<file path="src/logic/pad_overlay_pkg.sv">
/*
 * Shared constants for the DIO pad overlay
 * Pad indices, pad variants, connect masks and APB register map
 */
package pad_overlay_pkg;

  ////////////////////////////////////////
  // Dedicated I/O pads
  ////////////////////////////////////////

  localparam int NDioPads = 21;

  typedef logic [NDioPads-1:0] dio_t; // One bit per dedicated pad

  // USB device pads
  localparam int DioUsbDn       = 0;
  localparam int DioUsbDp       = 1;
  localparam int DioUsbD        = 2;
  localparam int DioUsbSuspend  = 3;
  localparam int DioUsbTxMode   = 4;
  localparam int DioUsbDnPullup = 5;
  localparam int DioUsbDpPullup = 6;
  localparam int DioUsbSe0      = 7;
  localparam int DioUsbSense    = 8;
  // SPI device pads, quad lines 17/18 not pinned out
  localparam int DioSpiSd0      = 15;
  localparam int DioSpiSd1      = 16;
  localparam int DioSpiCsb      = 19;
  localparam int DioSpiSck      = 20;

  // Pads that reach a board pin, the rest are tied off
  localparam dio_t DioConnectMask = 21'h19_8163;

  // USB core signals with no pin on this board
  localparam dio_t DioUsbUnpinnedMask = (dio_t'(1) << DioUsbD)       |
                                        (dio_t'(1) << DioUsbSuspend) |
                                        (dio_t'(1) << DioUsbTxMode)  |
                                        (dio_t'(1) << DioUsbSe0);

  typedef enum logic [1:0] {
    PadBidir     = 2'd0,
    PadInputOnly = 2'd1, // Never drives
    PadTolerant  = 2'd2  // 5V tolerant, drives like bidir
  } pad_variant_e;

  localparam pad_variant_e DioPadVariant [NDioPads] = '{
    DioUsbDn  : PadTolerant,
    DioUsbDp  : PadTolerant,
    DioSpiSd0 : PadBidir,
    DioSpiSd1 : PadBidir,
    DioSpiCsb : PadInputOnly,
    DioSpiSck : PadInputOnly,
    default   : PadBidir
  };

  ////////////////////////////////////////
  // APB register map
  ////////////////////////////////////////

  localparam int ApbAddrW = 4;
  localparam int ApbDataW = 32;

  localparam logic [ApbAddrW-1:0] RegCtrlAddr   = 4'h0; // Bit 0 selects USB PHY
  localparam logic [ApbAddrW-1:0] RegStatusAddr = 4'h4; // Bit 0 live flip state
  localparam logic [ApbAddrW-1:0] RegDioInAddr  = 4'h8; // Core side input vector

endpackage : pad_overlay_pkg

</file>
<file path="src/logic/apb_if.sv">
/*
 * APB bundle between the board side master and the register block
 * Slave answers with zero wait states
 */
`timescale 1ns/1ps

interface apb_if;
  import pad_overlay_pkg::*;

  logic                psel;
  logic                penable;
  logic                pwrite;
  logic [ApbAddrW-1:0] paddr;
  logic [ApbDataW-1:0] pwdata;
  logic [ApbDataW-1:0] prdata;  // Valid in access cycle
  logic                pready;
  logic                pslverr;

  // Requesting side
  modport master (
    output psel, penable, pwrite, paddr, pwdata,
    input  prdata, pready, pslverr
  );

  // Register block side
  modport slave (
    input  psel, penable, pwrite, paddr, pwdata,
    output prdata, pready, pslverr
  );

endinterface : apb_if

</file>
<file path="src/logic/uphy_if.sv">
/*
 * Lines to the external differential USB PHY
 * Mux side drives transmit, board side fills receive
 */
`timescale 1ns/1ps

interface uphy_if;

  logic dp_tx;    // Copy of pad DP out
  logic dn_tx;    // Copy of pad DN out
  logic oe_n;     // Active low transmit enable
  logic dppullup;
  logic dp_rx;
  logic dn_rx;
  logic d_rx;     // Differential receiver out
  logic sense;    // VBUS sense

  modport mux (
    output dp_tx, dn_tx, oe_n, dppullup,
    input  dp_rx, dn_rx, d_rx, sense
  );

  modport board (
    input  dp_tx, dn_tx, oe_n, dppullup,
    output dp_rx, dn_rx, d_rx, sense
  );

endinterface : uphy_if

</file>
<file path="src/logic/pad_cfg_regs.sv">
/*
 * APB register block of the pad overlay
 * CTRL holds the PHY select, STATUS and DIO_IN are read only
 */
`timescale 1ns/1ps

module pad_cfg_regs (
  input  logic                  clk_main_i,
  input  logic                  arst_n_i,
  apb_if.slave                  apb,
  input  logic                  undo_swap_i,
  input  pad_overlay_pkg::dio_t dio_in_i,
  output logic                  use_uphy_o
);
  import pad_overlay_pkg::*;

  logic                access;   // Second cycle of a transfer
  logic                ctrl_we;
  logic                addr_err;
  logic [ApbDataW-1:0] rdata;
  logic                use_uphy_q;

  ////////////////////////////////////////
  // Address decode
  ////////////////////////////////////////

  assign access = apb.psel & apb.penable;

  always_comb begin
    rdata    = '0;
    addr_err = 1'b0;
    unique case (apb.paddr)
      RegCtrlAddr: begin
        rdata[0] = use_uphy_q;
      end
      RegStatusAddr: begin
        rdata[0] = undo_swap_i;  // Live, not latched
        addr_err = apb.pwrite;   // Read only
      end
      RegDioInAddr: begin
        rdata    = ApbDataW'(dio_in_i);
        addr_err = apb.pwrite;   // Read only
      end
      default: begin
        addr_err = 1'b1;         // Unmapped
      end
    endcase
  end

  // No wait states
  assign apb.pready  = access;
  assign apb.pslverr = access & addr_err;
  assign apb.prdata  = (access & ~apb.pwrite) ? rdata : '0;

  ////////////////////////////////////////
  // CTRL register
  ////////////////////////////////////////

  assign ctrl_we = access & apb.pwrite & (apb.paddr == RegCtrlAddr);

  always_ff @(posedge clk_main_i or negedge arst_n_i) begin
    if (!arst_n_i) begin
      use_uphy_q <= 1'b0;  // Pads by default
    end else if (ctrl_we) begin
      use_uphy_q <= apb.pwdata[0];
    end
  end

  assign use_uphy_o = use_uphy_q;

  // Handshake sanity
  a_pready_in_access : assert property (
    @(posedge clk_main_i) disable iff (!arst_n_i)
    apb.pready |-> (apb.psel && apb.penable)
  ) else $error("pready outside of access cycle");

  a_pslverr_with_pready : assert property (
    @(posedge clk_main_i) disable iff (!arst_n_i)
    apb.pslverr |-> apb.pready
  ) else $error("pslverr without pready");

  // PHY select only moves after a CTRL write
  a_use_uphy_stable : assert property (
    @(posedge clk_main_i) disable iff (!arst_n_i)
    (use_uphy_q != $past(use_uphy_q)) |-> $past(ctrl_we)
  ) else $error("use_uphy changed without CTRL write");

endmodule : pad_cfg_regs

</file>
<file path="src/logic/usb_overlay_mux.sv">
/*
 * USB overlay between core DIO vectors and the pad ring
 * Undoes the D+/D- pin flip and selects pads or external PHY for receive
 */
`timescale 1ns/1ps

module usb_overlay_mux (
  input  pad_overlay_pkg::dio_t core_out_i,
  input  pad_overlay_pkg::dio_t core_oe_i,
  output pad_overlay_pkg::dio_t core_in_o,
  output pad_overlay_pkg::dio_t pad_out_o,
  output pad_overlay_pkg::dio_t pad_oe_o,
  input  pad_overlay_pkg::dio_t pad_in_i,
  input  logic                  use_uphy_i,
  output logic                  undo_swap_o,
  uphy_if.mux                   uphy
);
  import pad_overlay_pkg::*;

  logic undo_swap;
  logic dp_rx_sel;  // Receive source after PHY select
  logic dn_rx_sel;
  logic d_rx_sel;

  // Core enables DN pullup only when pins are flipped
  assign undo_swap   = core_oe_i[DioUsbDnPullup];
  assign undo_swap_o = undo_swap;

  ////////////////////////////////////////
  // Transmit side, core to pads
  ////////////////////////////////////////

  always_comb begin
    pad_out_o = core_out_i;  // Non USB pads straight through
    pad_oe_o  = core_oe_i;
    if (undo_swap) begin
      pad_out_o[DioUsbDn]       = core_out_i[DioUsbDp];
      pad_out_o[DioUsbDp]       = core_out_i[DioUsbDn];
      pad_oe_o[DioUsbDn]        = core_oe_i[DioUsbDp];
      pad_oe_o[DioUsbDp]        = core_oe_i[DioUsbDn];
      pad_out_o[DioUsbDnPullup] = core_out_i[DioUsbDpPullup];
      pad_out_o[DioUsbDpPullup] = core_out_i[DioUsbDnPullup];
      pad_oe_o[DioUsbDnPullup]  = core_oe_i[DioUsbDpPullup];
      pad_oe_o[DioUsbDpPullup]  = core_oe_i[DioUsbDnPullup];
      pad_out_o[DioUsbD]        = ~core_out_i[DioUsbD];  // Flipped pair inverts D
    end
  end

  ////////////////////////////////////////
  // Receive side, pads or PHY to core
  ////////////////////////////////////////

  assign dp_rx_sel = use_uphy_i ? uphy.dp_rx : pad_in_i[DioUsbDp];
  assign dn_rx_sel = use_uphy_i ? uphy.dn_rx : pad_in_i[DioUsbDn];
  assign d_rx_sel  = use_uphy_i ? uphy.d_rx  : pad_in_i[DioUsbD];

  always_comb begin
    core_in_o = pad_in_i;  // Pullups and others pass through
    core_in_o[DioUsbDn]    = undo_swap ? dp_rx_sel : dn_rx_sel;
    core_in_o[DioUsbDp]    = undo_swap ? dn_rx_sel : dp_rx_sel;
    core_in_o[DioUsbD]     = d_rx_sel ^ undo_swap;
    core_in_o[DioUsbSense] = use_uphy_i ? uphy.sense : pad_in_i[DioUsbSense];
  end

  // PHY transmit mirrors the unflipped pad view
  assign uphy.dp_tx    = pad_out_o[DioUsbDp];
  assign uphy.dn_tx    = pad_out_o[DioUsbDn];
  assign uphy.oe_n     = ~pad_oe_o[DioUsbDp];
  assign uphy.dppullup = pad_out_o[DioUsbDpPullup] & pad_oe_o[DioUsbDpPullup];

  // Flip undo reaches the DN pin
  always_comb begin
    a_flip_dn : assert (!undo_swap || (pad_out_o[DioUsbDn] == core_out_i[DioUsbDp]))
      else $error("DN pad out does not follow core DP under flip");
  end

endmodule : usb_overlay_mux

</file>
<file path="src/logic/pad_ring.sv">
/*
 * Dedicated I/O pad ring
 * Ties off unmapped pads and applies the per pad variant
 */
`timescale 1ns/1ps

module pad_ring (
  input  pad_overlay_pkg::dio_t out_i,
  input  pad_overlay_pkg::dio_t oe_i,
  input  pad_overlay_pkg::dio_t pad_in_i,
  output pad_overlay_pkg::dio_t pad_out_o,
  output pad_overlay_pkg::dio_t pad_oe_o,
  output pad_overlay_pkg::dio_t in_o
);
  import pad_overlay_pkg::*;

  dio_t input_only;  // Variant forbids driving
  dio_t drive_en;

  for (genvar i = 0; i < NDioPads; i++) begin : gen_pad
    // Bidir and tolerant pads drive alike
    if (DioPadVariant[i] == PadInputOnly) begin : gen_in_only
      assign input_only[i] = 1'b1;
    end else begin : gen_drive
      assign input_only[i] = 1'b0;
    end
    assign drive_en[i] = DioConnectMask[i] & ~input_only[i];
  end

  assign pad_out_o = out_i;             // Value goes out unchanged
  assign pad_oe_o  = oe_i & drive_en;
  assign in_o      = pad_in_i & DioConnectMask;  // Unmapped pads read 0

  // Input only and unpinned USB pads stay quiet
  always_comb begin
    a_no_drive : assert ((pad_oe_o & (input_only | DioUsbUnpinnedMask)) == '0)
      else $error("oe high on a pad that must not drive");
  end

endmodule : pad_ring

</file>
<file path="src/logic/pad_overlay_top.sv">
/*
 * Pad side glue of the board wrapper
 * Core DIO vectors in, pad vectors and USB PHY lines out, APB for config
 */
`timescale 1ns/1ps

module pad_overlay_top (
  input  logic                                 clk_main_i,
  input  logic                                 arst_n_i,
  // APB
  input  logic                                 psel_i,
  input  logic                                 penable_i,
  input  logic                                 pwrite_i,
  input  logic [pad_overlay_pkg::ApbAddrW-1:0] paddr_i,
  input  logic [pad_overlay_pkg::ApbDataW-1:0] pwdata_i,
  output logic [pad_overlay_pkg::ApbDataW-1:0] prdata_o,
  output logic                                 pready_o,
  output logic                                 pslverr_o,
  // Core side
  input  pad_overlay_pkg::dio_t                dio_out_i,
  input  pad_overlay_pkg::dio_t                dio_oe_i,
  output pad_overlay_pkg::dio_t                dio_in_o,
  // Pad side
  input  pad_overlay_pkg::dio_t                pad_in_i,
  output pad_overlay_pkg::dio_t                pad_out_o,
  output pad_overlay_pkg::dio_t                pad_oe_o,
  // External USB PHY
  input  logic                                 uphy_dp_rx_i,
  input  logic                                 uphy_dn_rx_i,
  input  logic                                 uphy_d_rx_i,
  input  logic                                 uphy_sense_i,
  output logic                                 uphy_dp_tx_o,
  output logic                                 uphy_dn_tx_o,
  output logic                                 uphy_oe_n_o,
  output logic                                 uphy_dppullup_o
);
  import pad_overlay_pkg::*;

  apb_if  apb_bus ();
  uphy_if uphy_bus ();

  logic undo_swap;
  logic use_uphy;
  dio_t dio_in_core;
  dio_t dio_out_umux;  // Between mux and pad ring
  dio_t dio_oe_umux;
  dio_t dio_in_umux;

  // Board side is the APB master
  assign apb_bus.psel    = psel_i;
  assign apb_bus.penable = penable_i;
  assign apb_bus.pwrite  = pwrite_i;
  assign apb_bus.paddr   = paddr_i;
  assign apb_bus.pwdata  = pwdata_i;
  assign prdata_o        = apb_bus.prdata;
  assign pready_o        = apb_bus.pready;
  assign pslverr_o       = apb_bus.pslverr;

  // PHY pins
  assign uphy_bus.dp_rx  = uphy_dp_rx_i;
  assign uphy_bus.dn_rx  = uphy_dn_rx_i;
  assign uphy_bus.d_rx   = uphy_d_rx_i;
  assign uphy_bus.sense  = uphy_sense_i;
  assign uphy_dp_tx_o    = uphy_bus.dp_tx;
  assign uphy_dn_tx_o    = uphy_bus.dn_tx;
  assign uphy_oe_n_o     = uphy_bus.oe_n;
  assign uphy_dppullup_o = uphy_bus.dppullup;

  assign dio_in_o = dio_in_core;

  pad_cfg_regs i_pad_cfg_regs (
    .clk_main_i  ( clk_main_i      ),
    .arst_n_i    ( arst_n_i        ),
    .apb         ( apb_bus.slave   ),
    .undo_swap_i ( undo_swap       ),
    .dio_in_i    ( dio_in_core     ),
    .use_uphy_o  ( use_uphy        )  // Replaces board switch
  );

  usb_overlay_mux i_usb_overlay_mux (
    .core_out_i  ( dio_out_i       ),
    .core_oe_i   ( dio_oe_i        ),
    .core_in_o   ( dio_in_core     ),
    .pad_out_o   ( dio_out_umux    ),
    .pad_oe_o    ( dio_oe_umux     ),
    .pad_in_i    ( dio_in_umux     ),
    .use_uphy_i  ( use_uphy        ),
    .undo_swap_o ( undo_swap       ),
    .uphy        ( uphy_bus.mux    )
  );

  pad_ring i_pad_ring (
    .out_i       ( dio_out_umux    ),
    .oe_i        ( dio_oe_umux     ),
    .pad_in_i    ( pad_in_i        ),
    .pad_out_o   ( pad_out_o       ),
    .pad_oe_o    ( pad_oe_o        ),
    .in_o        ( dio_in_umux     )
  );

endmodule : pad_overlay_top

</file>
<file path="config.mk">
export PLATFORM = sky130hd
export DESIGN_NAME = pad_overlay_top
export DESIGN_NICKNAME = d
export VERILOG_FILES = /design/src/logic/pad_overlay_pkg.sv /design/src/logic/apb_if.sv /design/src/logic/uphy_if.sv /design/src/logic/pad_cfg_regs.sv /design/src/logic/usb_overlay_mux.sv /design/src/logic/pad_ring.sv /design/src/logic/pad_overlay_top.sv
export SDC_FILE = /design/constraint.sdc
export NUM_CORES = 1
export LEC_CHECK = 0
export ABC_AREA = 1
export BUFFER_PORTS_ARGS = -buffer_cell sky130_fd_sc_hd__buf_2
export CORE_MARGIN = 10
export CORE_UTILIZATION = 26
export DETAILED_ROUTE_END_ITERATION = 12
export PLACE_DENSITY = 0.85
export SYNTH_ARGS = -nofsm -noshare
export SYNTH_HDL_FRONTEND = slang
export SYNTH_SLANG_ARGS = --single-unit
export TNS_END_PERCENT = 5
</file>
<file path="constraint.sdc">
create_clock -name clk_main_i -period 2.3 [get_ports clk_main_i]
set_input_delay 0.115 -clock clk_main_i [delete_from_list [all_inputs] [get_ports clk_main_i]]
set_output_delay 0.115 -clock clk_main_i [all_outputs]
set_load 0.01 [all_outputs]
</file>
==> reports/metrics.yaml, run 1 <==
pin_count: 209
die_w_um: 81.7
ir_drop_uv: 51.0
place.gp.congestion: 0.826
layout-drive-gt1-share_pct: 35.1
finalSetupViolations: 0
startpoint_type: "flip-flop"
grt-ovfl-total: 0
clkPwrFrac_pct: 0
ys_seq_elements: 1
maxCapViolCount: 0
switching_share_pct: 61.0
synthDistinctLibCells: 16
p_per_area_nw_per_um2: 228
nets: 312
pwr-share-seq_pct: 13.0
clk_pin_slew_worst_paths_ps: 0
area_growth_pct: -0.127
drt-pass1-iter-count: 6
grt_pass1_wl_um: 3950
vias: 885
clk_latency_ps: 0
period_share_pct: 53.8
arrival_ps: 1120
yosysSeqAreaShare_pct: 2.53
initial_core_util_pct: 27.0
p_switching_mw: 0.137
worst-setup-path-type: "reg -> out"
hpwl_um: 2850
comb_power_share_pct: 87.0
antenna_found_initial: 0
rsz0062_at_grt: "no"
worst-path-max-fanout: 7
syn_area_per_cell_um2: 5.99
drc_errors: 0
outcome: "completed"
grt_max_degree: 18
track_usage_pct: 7.08
synthCells: 165
ant_nets: 0
min_path_type: "in -> out"
drt_iter0_markers: 17
die_h_um: 81.7
coreArea_um2: 3660
ctsResizeCount: 0
required_ps: 2180
p_leak_nw: 0.698
utilization_pct: 27.0
syn_area_um2: 988
routed_wl_um: 3040
antenna_cells: 0
hold_viol: 0
critPathCaptureType: "primary output"
viasPerCell: 3.54
fin_crit_ps: 1240
fmax_ghz: 0.809
setup-tns-final_ps: 0
power.internal_mw: 0.0876
largest_reg_flops: 1
die_area_um2: 6670
skew_ps: 0
wire_per_inst_um: 12.2
grt_pass1_vias: 879
slew_viol_final: 0
port_buffers: 66
yosysWarnings: 0
rows: 22
==> timing repair <==
item	CTS	global route
endpoints found under the hold margin	1	0
setup endpoints to repair	0	0
hold buffers	1	0
buffers inserted	0	0
==> final timing paths <==
| path | from | end | slack, ps | cells past startpoint |
|---|---|---|---|---|
| setup / recovery | i_pad_cfg_regs.use_uphy_o$_DFFE_PN0P_ | prdata_o[0] | 1060 | 6 |
| hold / removal | dio_out_i[17] | pad_out_o[17] | 230 | 0 |
| setup reg to reg | i_pad_cfg_regs.use_uphy_o$_DFFE_PN0P_ | i_pad_cfg_regs.use_uphy_o$_DFFE_PN0P_ | 1460 | 2 |
| hold reg to reg | i_pad_cfg_regs.use_uphy_o$_DFFE_PN0P_ | i_pad_cfg_regs.use_uphy_o$_DFFE_PN0P_ | 750 | 2 |
| max in group asynchronous | arst_n_i | i_pad_cfg_regs.use_uphy_o$_DFFE_PN0P_ | 1760 | 2 |
| min in group asynchronous | arst_n_i | i_pad_cfg_regs.use_uphy_o$_DFFE_PN0P_ | 450 | 2 |
==> cell families after synthesis <==
group	after synthesis	share of synthesized area [%]
buffers and inverters	99	66.8
and+or+nand+nor	49	21.5
DFF	1	2.53
xor gates and xnor gates	2	1.77
other	1	0.379
AOI/OAI and AO/OA	13	6.96
==> critical path: stages (launching register included) <==
cell	delay (ps)
dfrtp_1	440
inv_1	150
nand2_1	80
nand3_1	100
nand3_1	90
a21oi_1	120
buf_2	140
==> power groups by stage <==
stage / registers [mW] / logic [mW] / clock network [mW]
floorplan: 0.0258 / 0.220 / 0
global placement: 0.0296 / 0.190 / 0
detailed placement: 0.0297 / 0.192 / 0
CTS: 0.0297 / 0.194 / 0
global route: 0.0300 / 0.221 / 0
finish: 0.0291 / 0.196 / 0
==> Yosys cell counts <==
master / n / share of area [%]
buf_4: 75 / 57
nand2_1: 26 / 9.9
inv_1: 22 / 8.4
nor2_1: 12 / 4.6
o21ai_0: 8 / 4.1
nand3_1: 7 / 3.5
a21oi_1: 4 / 2.0
nor2_4: 2 / 2.3
xor2_1: 2 / 1.8
a21oi_2: 1 / 0.89
and2_1: 1 / 0.63
buf_6: 1 / 1.1
conb_1: 1 / 0.38
dfrtp_1: 1 / 2.5
inv_2: 1 / 0.38
nand2_2: 1 / 0.63
==> metrics by stage <==
stage | power (mW) | std cells | setup slack, ps | cell area [µm²] | hold WS, ps
after floorplan | 0.246 | 211 | 1150 | 1160 | -181
after global placement | 0.219 | 249 | 1020 | 977 | -109
after detailed placement | 0.222 | 249 | 1020 | 977 | -105
after CTS | 0.224 | 250 | 1020 | 987 | 230
after global routing | 0.251 | 250 | 925 | 987 | 230
final | 0.225 | 250 | 1060 | 987 | 230
==> layer usage <==
| metal | global-route usage [%] | vias to the layer above | share of wire [%] |
|---|---|---|---|
| li1 | - | 445 | - |
| met1 | 6.05 | 347 | 31 |
| met2 | 13.4 | 85 | 45 |
| met3 | 4.48 | 8 | 23 |
| met4 | 1.87 | 0 | 1.4 |
| met5 | 0 | - | 0 |
==> cell usage in the layout (no fill, tap or decap), types with 2 or more instances in the layout <==
master / Yosys / layout
buf_2: 0 / 66
conb_1: 1 / 47
nand2_1: 26 / 26
inv_1: 22 / 22
nor2_1: 12 / 12
o21ai_0: 8 / 8
nand3_1: 7 / 7
a21oi_1: 4 / 4
nor2_4: 2 / 2
xor2_1: 2 / 2
==> layout make-up <==
class                           instances  area, µm²
Tap cell                               48       60.1
Sequential cell                         1       25.0
Fill cell                             417       2670
Multi-Input combinational cell        111        475
Timing Repair Buffer                   67        340
Inverter                               23       86.3
Power figures use the tool's default switching activity.
==> run 2: changes to the inputs <==
--- a/config.mk
+++ b/config.mk
@@ -8,9 +8,9 @@
 export ABC_AREA = 1
 export BUFFER_PORTS_ARGS = -buffer_cell sky130_fd_sc_hd__buf_2
 export CORE_MARGIN = 10
-export CORE_UTILIZATION = 26
+export CORE_UTILIZATION = 22
 export DETAILED_ROUTE_END_ITERATION = 12
-export PLACE_DENSITY = 0.85
+export PLACE_DENSITY = 0.77
 export SYNTH_ARGS = -nofsm -noshare
 export SYNTH_HDL_FRONTEND = slang
 export SYNTH_SLANG_ARGS = --single-unit
==> constraint.sdc (replaced) <==
create_clock -name clk_main_i -period 1.1 [get_ports clk_main_i]
set_input_delay 0.055 -clock clk_main_i [delete_from_list [all_inputs] [get_ports clk_main_i]]
set_output_delay 0.055 -clock clk_main_i [all_outputs]
set_load 0.01 [all_outputs]
==> run 2 against run 1 <==
  * Via count is 4.6% higher
  * Clock skew did not move
  * Sequential power increased by 86%
  * Combinational power increased by 140%
  * Critical endpoint unchanged
  * Largest cell class unchanged
==> reports/metrics.yaml, run 2 (synthesis gave the netlist of run 1 again) <==
rows: 24
worst-path-max-fanout: 4
critPathCaptureType: "primary output"
ir_drop_uv: 205
coreArea_um2: 4350
antenna_cells: 0
wire_per_inst_um: 12.2
die_w_um: 87.0
worst-setup-path-type: "reg -> out"
maxCapViolCount: 0
regArea_um2: 25.0
hold_viol: 0
grt_max_degree: 11
fin_crit_ps: 1020
hold_depth: 0
viasPerCell: 3.59
die_h_um: 87.0
p_total_mw: 0.529
slowest_stage: "dfrtp_1"
nFillCells: 510
placed_area_um2: 1000
drt-pass1-iter-count: 4
outcome: "completed"
pin_count: 209
track_usage_pct: 6.62
p_leak_nw: 0.725
period_share_pct: 93.1
fmax_ghz: 0.976
reg2reg_depth: 3
area_growth_pct: 7.59
utilization_pct: 24.4
grt_pass1_wl_um: 4240
vias: 926
ant_nets: 0
cp_common_cell: "nand3_2"
finalSetupViolations: 0
finish.instance_area_um2: 1060
drc_errors: 0
mostFrequentLayoutCells: "buf_2, conb_1, nand2_1"
p_per_area_nw_per_um2: 498
layout-drive-gt1-share_pct: 41.3
antenna_found_initial: 0
multi_input_area_um2: 513
worstPathCellList: "inv_2 > nand2_2 > nand3_2 > nand3_2 > a21oi_2 > buf_2"
place.gp.congestion: 0.783
routed_wl_um: 3150
min_path_type: "in -> out"
initial_core_util_pct: 22.7
max_stage_delay_ps: 400
grt_pass1_vias: 891
arrival_ps: 970
rsz0062_at_grt: "yes"
largest_reg_flops: 1
clk_latency_ps: 0
required_ps: 1040
final_common_cell: "buf_2"
die_area_um2: 7570
hpwl_um: 2950
skew_ps: 0
startpoint_type: "flip-flop"
grt-ovfl-total: 0
drt_iter0_markers: 12
clk_pin_slew_worst_paths_ps: 0
port_buffers: 66
nets: 316
slew_viol_final: 0
-- run 2: area by class of cell --
| cell class | count | area share, % |
|---|---|---|
| Sequential cell | 1 | 2.35 |
| Multi-Input combinational cell | 111 | 48.2 |
| Timing Repair Buffer | 71 | 35.2 |
| Tap cell | 52 | 6.12 |
| Inverter | 23 | 8.12 |
-- run 2: metal layers --
metal  wire length (µm)  part of all wire (%)  track usage (%)
met5                  0                     0                0
met3                559                    18             3.93
met2               1540                    49             12.9
met1               1010                    32             5.64
met4                 32                   1.0             1.18
-- run 2: worst paths after layout --
kind                                                       start                               endpoint  slack, ps
max in group asynchronous                               arst_n_i  i_pad_cfg_regs.use_uphy_o$_DFFE_PN0P_        650
hold reg to reg            i_pad_cfg_regs.use_uphy_o$_DFFE_PN0P_  i_pad_cfg_regs.use_uphy_o$_DFFE_PN0P_        730
setup / recovery           i_pad_cfg_regs.use_uphy_o$_DFFE_PN0P_                            prdata_o[0]         80
hold / removal                                      dio_out_i[4]                           pad_out_o[4]        110
min in group asynchronous                               arst_n_i  i_pad_cfg_regs.use_uphy_o$_DFFE_PN0P_        370
setup reg to reg           i_pad_cfg_regs.use_uphy_o$_DFFE_PN0P_  i_pad_cfg_regs.use_uphy_o$_DFFE_PN0P_        280
-- run 2: what timing repair did --
action                     in CTS  in global routing
hold buffers                    1                  0
gates resized for setup         1                 11
buffers inserted                0                  1
setup endpoints to repair       1                  3
pin swaps                       0                  4
cloned                          0                  0
hold endpoints to repair        1                  0
-- run 2: power breakdown --
part	internal [mW]	switching, mW	total (mW)
combinational	0.175	0.300	0.475
clock	0	0	0
sequential	0.0448	0.00939	0.0541
total	0.220	0.310	0.529
-- run 2: critical path: cells and delay by family, from the launching register on --
kind / cells / cell delay [ps]
AOI/OAI and AO/OA: 1 / 120
DFF: 1 / 400
and+or+nand+nor: 3 / 210
buffers and inverters: 2 / 240
-- run 2: through the flow --
step,hold slack [ps],instances,worst slack [ps],TNS [ps]
after floorplan,-241,211,14.3,0
after detailed placement,-165,256,-2.36,-2.36
after global routing,110,258,-19.3,-19.3
final,110,258,75.8,0
after CTS,110,257,27.1,0
after global placement,-168,256,30.5,0
==> run 3: changes to the inputs <==
==> constraint.sdc (replaced) <==
create_clock -name clk_main_i -period 0.89 [get_ports clk_main_i]
set_input_delay 0.0445 -clock clk_main_i [delete_from_list [all_inputs] [get_ports clk_main_i]]
set_output_delay 0.0445 -clock clk_main_i [all_outputs]
set_load 0.01 [all_outputs]
==> run 3 against run 2 <==
  * The run now ends with setup timing left
  * Sequential cell count unchanged
  * Clock skew unchanged
  * Power up 38%
==> reports/metrics.yaml, run 3 (synthesis gave the netlist of run 1 again) <==
violations: "setup timing"
antenna_found_initial: 0
drt-pass1-iter-count: 3
arrival_ps: 980
drc_errors: 0
vias: 934
grt_max_degree: 12
grt-ovfl-total: 0
grt_pass1_wl_um: 4480
die_h_um: 87.0
required_ps: 850
port_buffers: 66
startpoint_type: "flip-flop"
fmax_ghz: 0.979
setup-tns-final_ps: -783
initial_core_util_pct: 22.7
finalSetupViolations: 14
grt_pass1_vias: 973
skew_ps: 0
antenna_cells: 0
wire_per_inst_um: 12.1
clk_pin_slew_worst_paths_ps: 0
mostFrequentLayoutCells: "buf_2, conb_1, inv_1"
area_growth_pct: 14.2
coreArea_um2: 4350
worst-path-max-fanout: 4
min_path_type: "in -> out"
final_common_cell: "buf_2"
ir_drop_uv: 144
largest_reg_flops: 1
hpwl_um: 2950
die_area_um2: 7570
layout-drive-gt1-share_pct: 44.5
clk_latency_ps: 0
critPathCaptureType: "primary output"
period_share_pct: 115
die_w_um: 87.0
fin_ws_ps: -131
drt_iter0_markers: 12
nets: 319
viasPerCell: 3.58
slew_viol_final: 0
p_per_area_nw_per_um2: 646
maxCapViolCount: 0
routed_wl_um: 3170
pre_cts_ws_ps: -168
rsz0062_at_grt: "yes"
outcome: "finished with violations"
nFillCells: 512
ant_nets: 0
worst-setup-path-type: "reg -> out"
rows: 24
p_leak_nw: 0.756
track_usage_pct: 6.91
fin_crit_ps: 1020
place.gp.congestion: 0.774
pin_count: 209
hold_viol: 0
run 3: changes by cell type in the layout (fill, tap and decap cells not counted), moves of 2 or more:
cell / before / now
buf_6: 1 / 4
nand2_1: 23 / 20
o21ai_0: 7 / 5
buf_4: 3 / 5
nand2_4: 0 / 2
buf_2: 66 / 64
run 3: layout make-up:
| cell class | count | area (µm²) | share of cell area, % |
|---|---|---|---|
| sequential | 1 | 25.0 | 2.22 |
| inverter | 23 | 86.3 | 7.65 |
| multi-input combinational | 111 | 539 | 47.8 |
| timing repair buffer | 74 | 413 | 36.6 |
| tap | 52 | 65.1 | 5.76 |
run 3: worst paths after layout:
| path | startpoint | end | slack (ps) | cells after the start |
|---|---|---|---|---|
| worst max-delay path | i_pad_cfg_regs.use_uphy_o$_DFFE_PN0P_ | prdata_o[0] | -130 | 6 |
| worst min-delay path | dio_out_i[11] | pad_out_o[11] | 90 | 0 |
| worst max register to register | i_pad_cfg_regs.use_uphy_o$_DFFE_PN0P_ | i_pad_cfg_regs.use_uphy_o$_DFFE_PN0P_ | -10 | 4 |
| worst min register to register | i_pad_cfg_regs.use_uphy_o$_DFFE_PN0P_ | i_pad_cfg_regs.use_uphy_o$_DFFE_PN0P_ | 790 | 4 |
| max in group asynchronous | arst_n_i | i_pad_cfg_regs.use_uphy_o$_DFFE_PN0P_ | 430 | 2 |
| min in group asynchronous | arst_n_i | i_pad_cfg_regs.use_uphy_o$_DFFE_PN0P_ | 370 | 2 |
run 3: timing repair:
action	in CTS	in global routing
hold buffers	1	0
setup buffers	0	1
endpoints found under the hold margin	1	0
resized for setup	6	15
endpoints found under the setup margin	13	16
pin swaps	6	6
run 3: per-layer routing:
| metal | track usage, % | vias up | routed length [µm] |
|---|---|---|---|
| met1 | 5.53 | 393 | 883 |
| met2 | 13.9 | 76 | 1630 |
| met3 | 4.31 | 8 | 613 |
| li1 | - | 457 | - |
| met4 | 0.736 | 0 | 45 |
| met5 | 0 | - | 0 |
run 3: critical path: stages, from the launching register on:
cell	delay, ps
dfrtp_1	390
inv_2	100
nand2_2	70
nand3_2	70
nand3_2	70
a21oi_2	120
buf_2	140
run 3: report_power, final:
| part | internal [mW] | total (mW) | switching [mW] |
|---|---|---|---|
| registers | 0.0553 | 0.0663 | 0.0109 |
| clock network | 0 | 0 | 0 |
| logic | 0.262 | 0.662 | 0.400 |
| total | 0.318 | 0.729 | 0.411 |
run 3: metrics by stage:
step	util [%]	hold WS [ps]	power (mW)	cells	instance area, µm²
finish	25.9	89.0	0.729	261	1130
CTS	24.4	89.1	0.653	260	1060
floorplan	-	-251	0.644	211	1170
detailed placement	23.8	-168	0.620	259	1030
global route	25.9	89.0	0.801	261	1130
global placement	23.8	-174	0.607	259	1030
